**src/logic/cpu_pkg.sv**
```systemverilog
//====================
// CPU package
// Shared widths, opcodes, instruction layout, flag and condition codes
//====================

package cpu_pkg;

    typedef logic [15:0] word_t;
    typedef logic [7:0]  bank_t;
    typedef logic [23:0] addr_t;   // Bank in [23:16], offset in [15:0]
    typedef logic [2:0]  reg_idx_t;

    typedef enum logic [3:0] {
        OP_NOP     = 4'h0,
        OP_MOV     = 4'h1,
        OP_ADD     = 4'h2,
        OP_SUB     = 4'h3,
        OP_AND     = 4'h4,
        OP_OR      = 4'h5,
        OP_XOR     = 4'h6,
        OP_CMP     = 4'h7,
        OP_MOVI    = 4'h8,
        OP_MUL     = 4'h9,
        OP_JMPI    = 4'hA,
        OP_JMP     = 4'hB,
        OP_BRANCH  = 4'hC,
        OP_LOAD    = 4'hD,
        OP_STORE   = 4'hE,
        OP_SPECIAL = 4'hF
    } opcode_t;

    //====================
    // Instruction views
    //====================
    typedef struct packed {
        opcode_t    opcode;
        reg_idx_t   rd;
        reg_idx_t   rs;
        reg_idx_t   rt;
        logic [2:0] func;   // MOV variant or SPECIAL function
    } instr_r_t;

    typedef struct packed {
        opcode_t    opcode;
        logic [2:0] sel;    // Destination or branch condition
        logic [8:0] imm;
    } instr_i_t;

    typedef union packed {
        instr_r_t r;
        instr_i_t i;
    } instr_u;

    typedef enum logic [2:0] {
        ALU_ADD, ALU_SUB, ALU_AND, ALU_OR, ALU_XOR, ALU_MUL, ALU_PASS
    } alu_op_t;

    // Bit positions in the flag register
    localparam int FLAG_Z = 0;
    localparam int FLAG_N = 1;
    localparam int FLAG_C = 2;
    localparam int FLAG_V = 3;

    localparam logic [2:0] COND_EQ = 3'd0;
    localparam logic [2:0] COND_NE = 3'd1;
    localparam logic [2:0] COND_CS = 3'd2;
    localparam logic [2:0] COND_CC = 3'd3;
    localparam logic [2:0] COND_MI = 3'd4;
    localparam logic [2:0] COND_PL = 3'd5;
    localparam logic [2:0] COND_VS = 3'd6;
    localparam logic [2:0] COND_VC = 3'd7;

    localparam logic [2:0] FUNC_MOV_RR       = 3'd0;   // Rd <- Rs
    localparam logic [2:0] FUNC_MOV_TO_DBR   = 3'd2;   // DBR <- Rs
    localparam logic [2:0] FUNC_MOV_FROM_DBR = 3'd3;   // Rd <- DBR
    localparam logic [2:0] FUNC_HALT         = 3'd6;

endpackage
```
**src/logic/nc_cpu_top.sv**
```systemverilog
//====================
// CPU top level
// Fetch, exec and load/store units sharing one memory bus
//====================

`timescale 1ns/1ps

module nc_cpu_top #(
    parameter cpu_pkg::bank_t RESET_BANK      = 8'h01,
    parameter cpu_pkg::word_t RESET_OFFSET    = 16'h8000,
    parameter cpu_pkg::bank_t RESET_DATA_BANK = 8'h00
) (
    input  logic           clk,
    input  logic           reset_n,
    output logic           mem_valid,
    output logic           mem_we,
    output cpu_pkg::addr_t mem_addr,
    output cpu_pkg::word_t mem_wdata,
    input  logic           mem_ready,
    input  cpu_pkg::word_t mem_rdata,
    output logic           halted
);

    // Fetch port
    logic           f_valid, f_ready;
    cpu_pkg::addr_t f_addr;
    cpu_pkg::word_t f_rdata;

    // Data port
    logic           d_valid, d_we, d_ready;
    cpu_pkg::addr_t d_addr;
    cpu_pkg::word_t d_wdata, d_rdata;

    // Fetch to exec
    logic            instr_valid, instr_ready;
    cpu_pkg::instr_u instr;
    cpu_pkg::word_t  instr_pc;
    logic            redirect;
    cpu_pkg::word_t  redirect_offset;

    // Exec to load/store unit
    logic           ls_valid, ls_we, ls_ready, ls_done;
    cpu_pkg::addr_t ls_addr;
    cpu_pkg::word_t ls_wdata, ls_rdata;

    fetch_unit #(
        .RESET_BANK   (RESET_BANK),
        .RESET_OFFSET (RESET_OFFSET)
    ) i_fetch (.*);

    exec_core #(
        .RESET_DATA_BANK (RESET_DATA_BANK)
    ) i_exec (.*);

    load_store_unit i_lsu (.*);

    mem_arbiter i_arb (.*);

endmodule

```
**src/logic/exec_core.sv**
```systemverilog
//====================
// Execution core
// Decode, registers, flags, branches and LOAD/STORE sequencing
//====================

`timescale 1ns/1ps

module exec_core #(
    parameter cpu_pkg::bank_t RESET_DATA_BANK = 8'h00
) (
    input  logic            clk,
    input  logic            reset_n,
    input  logic            instr_valid,
    input  cpu_pkg::instr_u instr,
    input  cpu_pkg::word_t  instr_pc,
    output logic            instr_ready,
    output logic            redirect,
    output cpu_pkg::word_t  redirect_offset,
    output logic            ls_valid,
    output logic            ls_we,
    output cpu_pkg::addr_t  ls_addr,
    output cpu_pkg::word_t  ls_wdata,
    input  logic            ls_ready,
    input  logic            ls_done,
    input  cpu_pkg::word_t  ls_rdata,
    output logic            halted
);

    cpu_pkg::word_t    regs [8];
    logic [3:0]        flags;
    cpu_pkg::bank_t    dbr;
    logic              ls_wait;   // Data request issued, waiting for ls_done

    cpu_pkg::opcode_t  op;
    cpu_pkg::word_t    rs_val, rt_val, rd_val, imm_se;
    cpu_pkg::word_t    alu_b, alu_result;
    cpu_pkg::alu_op_t  alu_op;
    cpu_pkg::reg_idx_t wr_idx;
    logic              alu_carry, alu_overflow, cond_true, is_halt, mem_op, fire;
    logic              wr_en, set_zn, set_cv, dbr_wr, jump;

    assign op     = instr.r.opcode;
    assign rs_val = regs[instr.r.rs];
    assign rt_val = regs[instr.r.rt];
    assign rd_val = regs[instr.r.rd];
    assign imm_se = {{7{instr.i.imm[8]}}, instr.i.imm};
    assign wr_idx = (op == cpu_pkg::OP_MOVI) ? instr.i.sel : instr.r.rd;

    assign is_halt = (op == cpu_pkg::OP_SPECIAL) && (instr.r.func == cpu_pkg::FUNC_HALT);
    assign mem_op  = (op == cpu_pkg::OP_LOAD) || (op == cpu_pkg::OP_STORE);

    // HALT is never accepted, so the fetch buffer stays full
    assign instr_ready = !halted && (mem_op ? ls_done : !is_halt);
    assign fire        = instr_valid && instr_ready;
    assign redirect    = fire && jump;

    assign ls_valid = instr_valid && mem_op && !ls_wait;
    assign ls_we    = (op == cpu_pkg::OP_STORE);
    assign ls_addr  = {dbr, rs_val};
    assign ls_wdata = rd_val;

    always_comb begin
        cond_true = 1'b0;
        case (instr.i.sel)
            cpu_pkg::COND_EQ: cond_true =  flags[cpu_pkg::FLAG_Z];
            cpu_pkg::COND_NE: cond_true = !flags[cpu_pkg::FLAG_Z];
            cpu_pkg::COND_CS: cond_true =  flags[cpu_pkg::FLAG_C];
            cpu_pkg::COND_CC: cond_true = !flags[cpu_pkg::FLAG_C];
            cpu_pkg::COND_MI: cond_true =  flags[cpu_pkg::FLAG_N];
            cpu_pkg::COND_PL: cond_true = !flags[cpu_pkg::FLAG_N];
            cpu_pkg::COND_VS: cond_true =  flags[cpu_pkg::FLAG_V];
            cpu_pkg::COND_VC: cond_true = !flags[cpu_pkg::FLAG_V];
            default: cond_true = 1'b0;
        endcase
    end

    //====================
    // Decode
    //====================
    always_comb begin
        alu_op          = cpu_pkg::ALU_PASS;
        alu_b           = rt_val;
        wr_en           = 1'b0;
        set_zn          = 1'b0;
        set_cv          = 1'b0;
        dbr_wr          = 1'b0;
        jump            = 1'b0;
        redirect_offset = instr_pc + 16'd2;
        case (op)
            cpu_pkg::OP_ADD: begin alu_op = cpu_pkg::ALU_ADD; wr_en = 1'b1; set_cv = 1'b1; end
            cpu_pkg::OP_SUB: begin alu_op = cpu_pkg::ALU_SUB; wr_en = 1'b1; set_cv = 1'b1; end
            cpu_pkg::OP_CMP: begin alu_op = cpu_pkg::ALU_SUB; set_zn = 1'b1; set_cv = 1'b1; end
            cpu_pkg::OP_AND: begin alu_op = cpu_pkg::ALU_AND; wr_en = 1'b1; end
            cpu_pkg::OP_OR:  begin alu_op = cpu_pkg::ALU_OR;  wr_en = 1'b1; end
            cpu_pkg::OP_XOR: begin alu_op = cpu_pkg::ALU_XOR; wr_en = 1'b1; end
            cpu_pkg::OP_MUL: begin alu_op = cpu_pkg::ALU_MUL; wr_en = 1'b1; end
            cpu_pkg::OP_MOVI: begin alu_b = imm_se; wr_en = 1'b1; end
            cpu_pkg::OP_LOAD: begin alu_b = ls_rdata; wr_en = 1'b1; end
            cpu_pkg::OP_MOV: begin
                case (instr.r.func)
                    cpu_pkg::FUNC_MOV_RR:       begin alu_b = rs_val; wr_en = 1'b1; end
                    cpu_pkg::FUNC_MOV_FROM_DBR: begin alu_b = {8'h00, dbr}; wr_en = 1'b1; end
                    cpu_pkg::FUNC_MOV_TO_DBR:   dbr_wr = 1'b1;
                    default: ;                  // Unused variants act as NOP
                endcase
            end
            cpu_pkg::OP_JMPI: begin
                jump            = 1'b1;
                redirect_offset = {instr_pc[15:9], instr.i.imm};   // Same 512-byte page
            end
            cpu_pkg::OP_JMP: begin
                jump            = 1'b1;
                redirect_offset = rs_val;
            end
            cpu_pkg::OP_BRANCH: begin
                jump            = cond_true;
                redirect_offset = instr_pc + 16'd2 + imm_se;
            end
            default: ;                          // NOP, STORE, SPECIAL
        endcase
        if (wr_en)
            set_zn = 1'b1;
    end

    alu i_alu (
        .op       (alu_op),
        .a        (rs_val),
        .b        (alu_b),
        .result   (alu_result),
        .carry    (alu_carry),
        .overflow (alu_overflow)
    );

    always_ff @(posedge clk or negedge reset_n) begin
        if (!reset_n) begin
            for (int i = 0; i < 8; i++)
                regs[i] <= '0;
            flags   <= '0;
            dbr     <= RESET_DATA_BANK;
            ls_wait <= 1'b0;
            halted  <= 1'b0;
        end else begin
            if (ls_valid && ls_ready)
                ls_wait <= 1'b1;
            else if (ls_done)
                ls_wait <= 1'b0;
            if (instr_valid && is_halt)
                halted <= 1'b1;
            if (fire) begin
                if (wr_en)
                    regs[wr_idx] <= alu_result;
                if (set_zn) begin
                    flags[cpu_pkg::FLAG_Z] <= (alu_result == 16'd0);
                    flags[cpu_pkg::FLAG_N] <= alu_result[15];
                end
                if (set_cv) begin
                    flags[cpu_pkg::FLAG_C] <= alu_carry;
                    flags[cpu_pkg::FLAG_V] <= alu_overflow;
                end
                if (dbr_wr)
                    dbr <= rs_val[7:0];
            end
        end
    end

endmodule

```
**src/logic/mem_arbiter.sv**
```systemverilog
//====================
// Memory arbiter
// Data port first, grant held through wait states
//====================

`timescale 1ns/1ps

module mem_arbiter (
    input  logic           clk,
    input  logic           reset_n,
    input  logic           f_valid,
    input  cpu_pkg::addr_t f_addr,
    output logic           f_ready,
    output cpu_pkg::word_t f_rdata,
    input  logic           d_valid,
    input  logic           d_we,
    input  cpu_pkg::addr_t d_addr,
    input  cpu_pkg::word_t d_wdata,
    output logic           d_ready,
    output cpu_pkg::word_t d_rdata,
    output logic           mem_valid,
    output logic           mem_we,
    output cpu_pkg::addr_t mem_addr,
    output cpu_pkg::word_t mem_wdata,
    input  logic           mem_ready,
    input  cpu_pkg::word_t mem_rdata
);

    logic lock_valid, lock_data;
    logic owner_data;   // High when the data port owns the bus

    assign owner_data = lock_valid ? lock_data : d_valid;

    assign mem_valid = owner_data ? d_valid : f_valid;
    assign mem_we    = owner_data && d_we;   // Fetch port only reads
    assign mem_addr  = owner_data ? d_addr : f_addr;
    assign mem_wdata = d_wdata;

    assign f_ready = !owner_data && mem_ready;
    assign d_ready = owner_data && mem_ready;
    assign f_rdata = owner_data ? '0 : mem_rdata;
    assign d_rdata = owner_data ? mem_rdata : '0;

    always_ff @(posedge clk or negedge reset_n) begin
        if (!reset_n) begin
            lock_valid <= 1'b0;
            lock_data  <= 1'b0;
        end else begin
            lock_valid <= mem_valid && !mem_ready;   // Waiting, keep the owner
            if (mem_valid && !mem_ready)
                lock_data <= owner_data;
        end
    end

endmodule

```
**src/logic/load_store_unit.sv**
```systemverilog
//====================
// Load/store unit
// Holds one data request on the data port until it completes
//====================

`timescale 1ns/1ps

module load_store_unit (
    input  logic           clk,
    input  logic           reset_n,
    input  logic           ls_valid,
    input  logic           ls_we,
    input  cpu_pkg::addr_t ls_addr,
    input  cpu_pkg::word_t ls_wdata,
    output logic           ls_ready,
    output logic           ls_done,
    output cpu_pkg::word_t ls_rdata,
    output logic           d_valid,
    output logic           d_we,
    output cpu_pkg::addr_t d_addr,
    output cpu_pkg::word_t d_wdata,
    input  logic           d_ready,
    input  cpu_pkg::word_t d_rdata
);

    logic busy;

    assign ls_ready = !busy;
    assign d_valid  = busy;

    always_ff @(posedge clk or negedge reset_n) begin
        if (!reset_n) begin
            busy    <= 1'b0;
            ls_done <= 1'b0;
        end else begin
            ls_done <= busy && d_ready;       // One cycle after bus completion
            if (ls_valid && ls_ready)
                busy <= 1'b1;
            else if (d_ready)
                busy <= 1'b0;
        end
    end

    // Request fields and read data
    always_ff @(posedge clk) begin
        if (ls_valid && ls_ready) begin
            d_we    <= ls_we;
            d_addr  <= ls_addr;
            d_wdata <= ls_wdata;
        end
        if (busy && d_ready && !d_we)
            ls_rdata <= d_rdata;
    end

endmodule

```
**src/logic/fetch_unit.sv**
```systemverilog
//====================
// Fetch unit
// Program counter, one-entry prefetch buffer and redirect handling
//====================

`timescale 1ns/1ps

module fetch_unit #(
    parameter cpu_pkg::bank_t RESET_BANK   = 8'h01,
    parameter cpu_pkg::word_t RESET_OFFSET = 16'h8000
) (
    input  logic            clk,
    input  logic            reset_n,
    output logic            f_valid,
    output cpu_pkg::addr_t  f_addr,
    input  logic            f_ready,
    input  cpu_pkg::word_t  f_rdata,
    output logic            instr_valid,
    output cpu_pkg::instr_u instr,
    output cpu_pkg::word_t  instr_pc,
    input  logic            instr_ready,
    input  logic            redirect,
    input  cpu_pkg::word_t  redirect_offset
);

    logic            busy, stale, buf_valid;
    cpu_pkg::word_t  req_offset, fetch_pc, buf_pc, issue_offset;
    cpu_pkg::instr_u fetched, buf_instr;
    logic            accept, done, room, keep, fetched_halt, issue;

    assign fetched      = f_rdata;
    assign accept       = buf_valid && instr_ready;
    assign done         = busy && f_ready;
    assign room         = !buf_valid || accept;   // Buffer free next cycle
    assign keep         = done && !stale && !redirect && room;
    assign fetched_halt = (fetched.r.opcode == cpu_pkg::OP_SPECIAL) &&
                          (fetched.r.func == cpu_pkg::FUNC_HALT);
    // No prefetch past a HALT that is about to be buffered
    assign issue        = (!busy || done) && room && !(keep && fetched_halt);
    assign issue_offset = redirect ? redirect_offset : fetch_pc;

    assign f_valid     = busy;
    assign f_addr      = {RESET_BANK, req_offset};
    assign instr_valid = buf_valid;
    assign instr       = buf_instr;
    assign instr_pc    = buf_pc;

    always_ff @(posedge clk or negedge reset_n) begin
        if (!reset_n) begin
            busy       <= 1'b0;
            stale      <= 1'b0;
            buf_valid  <= 1'b0;
            req_offset <= RESET_OFFSET;
            fetch_pc   <= RESET_OFFSET;
        end else begin
            if (issue) begin
                busy       <= 1'b1;
                req_offset <= issue_offset;
                fetch_pc   <= issue_offset + 16'd2;
            end else begin
                if (done)
                    busy <= 1'b0;
                if (redirect)
                    fetch_pc <= redirect_offset;
                else if (done && !stale && !room)
                    fetch_pc <= req_offset;   // No room, replay this word later
            end

            if (redirect && busy && !done)
                stale <= 1'b1;                // Outstanding word is off-path
            else if (done)
                stale <= 1'b0;

            if (keep)
                buf_valid <= 1'b1;
            else if (accept || redirect)
                buf_valid <= 1'b0;
        end
    end

    always_ff @(posedge clk) begin
        if (keep) begin
            buf_instr <= fetched;
            buf_pc    <= req_offset;
        end
    end

endmodule

```
**src/logic/alu.sv**
```systemverilog
//====================
// ALU
// 16-bit arithmetic and logic with carry and overflow
//====================

`timescale 1ns/1ps

module alu (
    input  cpu_pkg::alu_op_t op,
    input  cpu_pkg::word_t   a,
    input  cpu_pkg::word_t   b,
    output cpu_pkg::word_t   result,
    output logic             carry,
    output logic             overflow
);

    always_comb begin
        result   = '0;
        carry    = 1'b0;
        overflow = 1'b0;
        case (op)
            cpu_pkg::ALU_ADD: begin
                {carry, result} = {1'b0, a} + {1'b0, b};
                // Same input signs, result sign differs
                overflow = (a[15] == b[15]) && (result[15] != a[15]);
            end
            cpu_pkg::ALU_SUB: begin
                {carry, result} = {1'b0, a} - {1'b0, b};   // Carry is the borrow
                overflow = (a[15] != b[15]) && (result[15] != a[15]);
            end
            cpu_pkg::ALU_AND:  result = a & b;
            cpu_pkg::ALU_OR:   result = a | b;
            cpu_pkg::ALU_XOR:  result = a ^ b;
            cpu_pkg::ALU_MUL:  result = a * b;     // Low 16 bits only
            cpu_pkg::ALU_PASS: result = b;
            default:           result = b;
        endcase
    end

endmodule

```
**config.mk**
```make
export PLATFORM = sky130hd
export DESIGN_NAME = nc_cpu_top
export DESIGN_NICKNAME = d
export VERILOG_FILES = /design/src/logic/cpu_pkg.sv /design/src/logic/nc_cpu_top.sv /design/src/logic/exec_core.sv /design/src/logic/mem_arbiter.sv /design/src/logic/load_store_unit.sv /design/src/logic/fetch_unit.sv /design/src/logic/alu.sv
export SDC_FILE = /design/constraint.sdc
export NUM_CORES = 1
export LEC_CHECK = 0
export BUFFER_PORTS_ARGS = -buffer_cell sky130_fd_sc_hd__buf_2
export CORE_MARGIN = 2
export CORE_UTILIZATION = 50
export DETAILED_ROUTE_END_ITERATION = 8
export GPL_TIMING_DRIVEN = 0
export PLACE_DENSITY_LB_ADDON = 0.1
export SYNTH_ARGS = -nofsm -noshare
export SYNTH_HDL_FRONTEND = slang
export SYNTH_SLANG_ARGS = --single-unit
```
**constraint.sdc**
```tcl
create_clock -name clk -period 12.6 [get_ports clk]
set_clock_uncertainty 0.05 [all_clocks]
set_input_delay 2.52 -clock clk [delete_from_list [all_inputs] [get_ports clk]]
set_output_delay 2.52 -clock clk [all_outputs]
set_load 0.01 [all_outputs]
```
**Word-level counts from Yosys, hierarchy flattened**

Cells that the tools add are included.

- $add $sub $neg: 5
- Bitwise logic cells: 6
- $mul: 1
- Multiplexer cells: 46
- Eq/ne operators: 36
- Reductions and logical operators: 69
- Magnitude comparators: 4

Operators by type and width:

| kind | count |
|---|---|
| $mux W16 | 12 |
| $bmux W16 S3 | 3 |
| $bwmux W128 | 1 |
| $pmux W16 S3 | 2 |
| $pmux W16 S6 | 1 |
| $demux W16 S3 | 1 |
| $eq A4 B4 Y1 const B | 9 |
| $add A16 B2 Y16 const B | 2 |
| $pmux W16 S2 | 1 |
| $logic_and A1 B1 Y1 | 28 |
| $eq A3 B3 Y1 const B | 8 |
| $mux W24 | 1 |
| $eq A3 B2 Y1 const B | 6 |
| $logic_not A1 Y1 | 18 |
| $mux W1 | 18 |
| $pmux W3 S6 | 1 |
| $add A16 B16 Y17 | 1 |
| $sub A16 B16 Y17 | 1 |
| $add A16 B16 Y16 | 1 |
| $and A16 B16 Y16 | 1 |
| $eq A4 B3 Y1 const B | 4 |
| $logic_not A16 Y1 | 1 |
| $mul A16 B16 Y16 | 1 |
| $or A16 B16 Y16 | 1 |
| 19 further kinds | 44 |

- Bits in registers: 270
- Logic and storage cells: 196
- Input port bits: 19

**Logic depth before layout (Yosys ltp)**

- Word-level depth: 14
- Gate-level depth with buffers: 35
- Gate-level depth less buffers: 30

**Cells and area by module**

A second synthesis with hierarchy kept.

- Cell total of the unflattened synthesis: 2202
- Area, all modules: 22988.3 um^2

Modules (own cells, without submodules):

| module | area an instance (um^2) | instances | sequential area each (um^2) | cells each |
|---|---|---|---|---|
| exec_core | 10859.2 | 1 | 3553.4 | 911 |
| alu | 6286.0 | 1 | 0.0 | 852 |
| fetch_unit | 3256.9 | 1 | 1839.3 | 282 |
| load_store_unit | 1804.2 | 1 | 1761.7 | 65 |
| mem_arbiter | 782.0 | 1 | 50.0 | 92 |

**Worst setup path after synthesis**

Ideal clock, no wire load.

- Path kind: reg-to-reg
- Start point: register i_fetch.buf_instr (netlist bit i_fetch.instr[14])
- End point: register i_lsu.d_addr[0] (enable)
- Setup time: 0.671 ns
- Cell stages (with the launch flop): 5
- Path buffers: 2
- Path slack: 4.062 ns
- Arrival: 7.817 ns
- Required time: 11.879 ns
- Clock period less this slack: 8.538 ns
- Path through: edfxtp_1 clkbuf_1 clkbuf_1 nand3_1 a2111oi_0

- Word-level cells in the longest chain between the ends: 5
- Elaborated cells between the ends (all ways): 6
- Classes of those cells: 2 x eq/ne; 4 x reduce/logical

Ends and longest elaborated chain:

| item | RTL line | text |
|---|---|---|
| start, declared | fetch_unit.sv:28 | `cpu_pkg::instr_u fetched, buf_instr;` |
| start signal, assigned | fetch_unit.sv:83 | `buf_instr <= fetched;` |
| $eq A4 B4 Y1 | exec_core.sv:50 | `assign mem_op = (op == cpu_pkg::OP_LOAD) \|\| (op == cpu_pkg::OP_STORE);` |
| $logic_or A1 B1 Y1 * | exec_core.sv:50 |  |
| $logic_and A1 B1 Y1 * (2 in series) | exec_core.sv:57 | `assign ls_valid = instr_valid && mem_op && !ls_wait;` |
| $logic_and A1 B1 Y1 * | load_store_unit.sv:46 | `if (ls_valid && ls_ready) begin` |
| end signal, assigned | load_store_unit.sv:48 | `d_addr <= ls_addr;` |
| end, declared | load_store_unit.sv:20 | `output cpu_pkg::addr_t d_addr,` |

Mark *: on every way between the ends. The rest lies on a longest branch, timed or not.
A chain may end at the register's enable or synchronous reset.

**Worst setup path after layout**

- Start point: register i_fetch.buf_instr (netlist bit i_fetch.instr[8])
- End point: register i_exec.regs[79] in the netlist's numbering

- Word-level cells in the longest chain between the ends: 9
- Elaborated cells between the ends (all ways): 14
- Classes of those cells: 2 x add/sub; 1 x mul; 7 x mux; 4 x bitwise

Ends and longest elaborated chain:

| item | RTL line | text |
|---|---|---|
| $not A3 Y4 (implied by the code) * | exec_core.sv:43 | `assign rs_val = regs[instr.r.rs];` |
| $bmux W16 S3 * | exec_core.sv:43 |  |
| $mux W16 (implied by the code) * (2 in series) | exec_core.sv:43 |  |
| named net i_exec.i_alu.a[6] | alu.sv:10 | `input cpu_pkg::word_t a,` |
| $pmux W16 S2 | exec_core.sv:100 | `case (instr.r.func)` |
| $pmux W16 S3 | exec_core.sv:89 | `case (op)` |
| $mul A16 B16 Y16 (tied with other cells) | alu.sv:34 | `cpu_pkg::ALU_MUL: result = a * b;` |
| $pmux W16 S6 * | alu.sv:21 | `case (op)` |
| $bwmux W128 * | exec_core.sv:151 | `regs[wr_idx] <= alu_result;` |
| end signal, assigned by index | exec_core.sv:151 |  |
| end, declared | exec_core.sv:29 | `cpu_pkg::word_t regs [8];` |

Mark *: on every way through the listed nets, which the timed path passes. The rest lies on a longest branch. The select of a mux whose other input is x is not followed.

==> metrics <==
Setup CP Type reg2reg; Fin. Hold Viols 0; RSZ-0062 raised after global routing no; Die Area roughly 0.045 mm^2; Worst-Margin Slew approximately 1.5 ns; vias per cell between 6 and 7; cts bufs inserted 31; Area Overhead vs Synth 10.3%; DRT Wirelength roughly 75 mm; gr ovfl total 0; Setup Fix Bufs, Post-CTS 0; Starting Density 50.4%; syn avg cell area between 10 and 15 um^2; floorplan core area roughly 0.043 mm^2; CTS tree yes; crit path capture type flip-flop; chip height between 200 and 250 um; Top Layer Used met4; Critical Path Start Type flip-flop; yosys warns 0; Peak Freq around 87 MHz; Net Count, Synth 2,322; Hold Path Class reg2reg; WL met1 approximately 31 mm; num rows 76; outcome finished, violations left; wire length of the first global-routing pass between 100 and 150 mm; H-tree depth 1; final setup TNS 0 ns; sequential fraction of the synthesis area 33.4%; arrival time worst endpoint 11.94 ns; router iterations before antenna repair 6; routed wl met3 slightly below 6 mm; Clk pin slew, worst setup/hold paths approximately 0.07 ns; initial antenna violation count 0; Vias around 18k; Max Buffers Root-to-Sink 3; Netlist cell types between 80 and 90; PostCTS Resize Cnt 0; Tcrit/Tclk final between 90% and 100%; EDFF count, synth just under 90; largest net degree at the start of global routing between 100 and 150; failing checks max-capacitance violations; Top-Level Pins 62; vias in the first global route 17.7k; Final ANT Viol Nets 0; WL per Instance between 20 and 30 um; die width ~210 um; DRC 0; All-Layer GR Usage 34.2%; Syn Std Cell Area ~0.022 mm^2; Clk Latency, worst-skew pair ~0.60 ns; CP max FO 11; setup violators final 0; hold_buf cts 0; WHS 0.453 ns; Placer Congestion 1.01; Iter 0 DRT Violations a little over 2k; CP Data Required Time between 10 and 15 ns; minimum clock period between 10 and 15 ns; Clock Tree Root clkbuf_16; CTS sink count 270; most common cell after layout, fill and taps aside dfrtp_1; synthesis-stage register bit count 270; layout cells sized above 1 ~18%; placed cell count 2,727; final non-filler cell total between 2k and 3k; n_diodes 0; final core utilization 55.6%; Synth Flop Type dfrtp_1; DP HPWL between 50 and 60 mm; Slew Limit Fails 0; most frequent cells in the layout dfrtp_1, inv_1, nand2_1; Met2 Routed Length between 30 and 40 mm; IO Port Bufs 61; Final nets 2,432; Cells after Synth around 2.1k; Max-slew headroom between 1.5 and 2%; total of max-cap violations 1; Async SR Flop Fraction 67.0%
==> synth_stat cells, types with 25 or more instances <==
| cell | count | share of area (%) |
|---|---|---|
| nor3_1 | 33 | 0.77 |
| a21oi_1 | 84 | 2.0 |
| nand2_1 | 173 | 3.0 |
| clkbuf_1 | 92 | 1.6 |
| nand4_1 | 27 | 0.78 |
| ha_1 | 117 | 6.8 |
| fa_1 | 82 | 7.6 |
| nand2b_1 | 25 | 0.73 |
| nor2b_1 | 44 | 1.3 |
| a22oi_1 | 83 | 2.9 |
| nor2_1 | 157 | 2.7 |
| xnor2_1 | 57 | 2.3 |
| mux2_2 | 150 | 7.8 |
| nand3_1 | 31 | 0.72 |
| inv_1 | 174 | 3.0 |
| mux4_2 | 67 | 7.0 |
| o21ai_0 | 69 | 1.6 |
| mux2i_1 | 34 | 1.6 |
| dfrtp_1 | 179 | 21 |
| edfxtp_1 | 89 | 12 |
==> flip-flops by register name, indices dropped and copies added (netlist names) <==
signal,flops
i_fetch.req_offset,16
i_lsu.ls_done,1
i_exec.halted,1
i_lsu.d_addr,24
i_lsu.d_we,1
i_exec.ls_wait,1
i_fetch.instr,16
i_fetch.instr_valid,1
i_fetch.instr_pc,16
i_arb.lock_valid,1
i_lsu.d_wdata,16
i_fetch.fetch_pc,16
i_exec.regs,128
i_arb.lock_data,1
i_exec.dbr,8
i_exec.flags,4
i_lsu.ls_rdata,16
i_fetch.f_valid,1
i_fetch.stale,1
i_lsu.d_valid,1
==> worst max-delay path: stages (launching register included) <==
cell	delay (ns)
edfxtp_1	0.74
buf_1	0.67
clkbuf_1	0.77
mux2i_2	0.91
inv_1	0.54
a22o_1	0.35
a21oi_2	0.70
inv_1	0.18
ha_1	0.42
fa_1	0.54
inv_1	0.05
fa_1	0.48
inv_1	0.06
fa_1	0.49
fa_1	0.52
fa_1	0.49
inv_1	0.05
fa_1	0.51
inv_1	0.06
ha_1	0.33
a21o_1	0.17
a31oi_1	0.33
o21bai_1	0.10
a21oi_1	0.23
xnor3_1	0.32
a221oi_1	0.10
a21oi_1	0.87
mux2_2	0.31
==> cell families after synthesis <==
group / count (synthesis) / share of synthesized area [%]
flip-flops: 270 / 33.4
XOR/XNOR: 81 / 3.42
adder cells (fa/ha/maj): 199 / 14.4
multiplexers: 254 / 16.7
AND/OR/NAND/NOR: 576 / 12.9
buffers and inverters: 295 / 5.27
AO/OA/AOI/OAI: 429 / 13.9
==> through the flow <==
stage | setup WS, ns | cell area, um^2
6_report | 1.14 | 23800
5_1_grt | 0.899 | 23800
4_1_cts | 0.943 | 23800
3_5_place_dp | 0.982 | 22700
3_3_place_gp | -1.96 | 22500
2_1_floorplan | 4.06 | 21500
==> area by class of cell <==
type | instances | area, um^2
inverters | 180 | 677
multi-input cells | 1539 | 13300
plain buffers | 115 | 459
clock inverters | 11 | 110
repair buffers | 77 | 464
fillers | 3824 | 19000
well taps | 546 | 683
clock buffers | 47 | 906
flip-flops and latches | 270 | 7200
==> layer usage <==
| layer | up-vias | track usage, % |
|---|---|---|
| met5 | - | 0 |
| met4 | 0 | 11.4 |
| met3 | 181 | 4.72 |
| met2 | 899 | 56.1 |
| met1 | 9044 | 46.9 |
| li1 | 7877 | - |
==> final timing paths <==
check,startpoint,to,slack (ns),cells after the start
max reg2reg,i_fetch.instr[8],i_exec.regs[79],1.14,27
max in group asynchronous,reset_n,i_exec.regs[62],9.69,2
min in group asynchronous,reset_n,i_fetch.fetch_pc[9],1.91,1
min,i_fetch.req_offset[1],i_fetch.instr_pc[1],0.45,0
max,i_fetch.instr[8],i_exec.regs[79],1.14,27
min reg2reg,i_fetch.req_offset[1],i_fetch.instr_pc[1],0.45,0
Power is left out: the tool's default activity adds up to more than one toggle a clock period on the data nets, which glitch-free logic cannot reach.
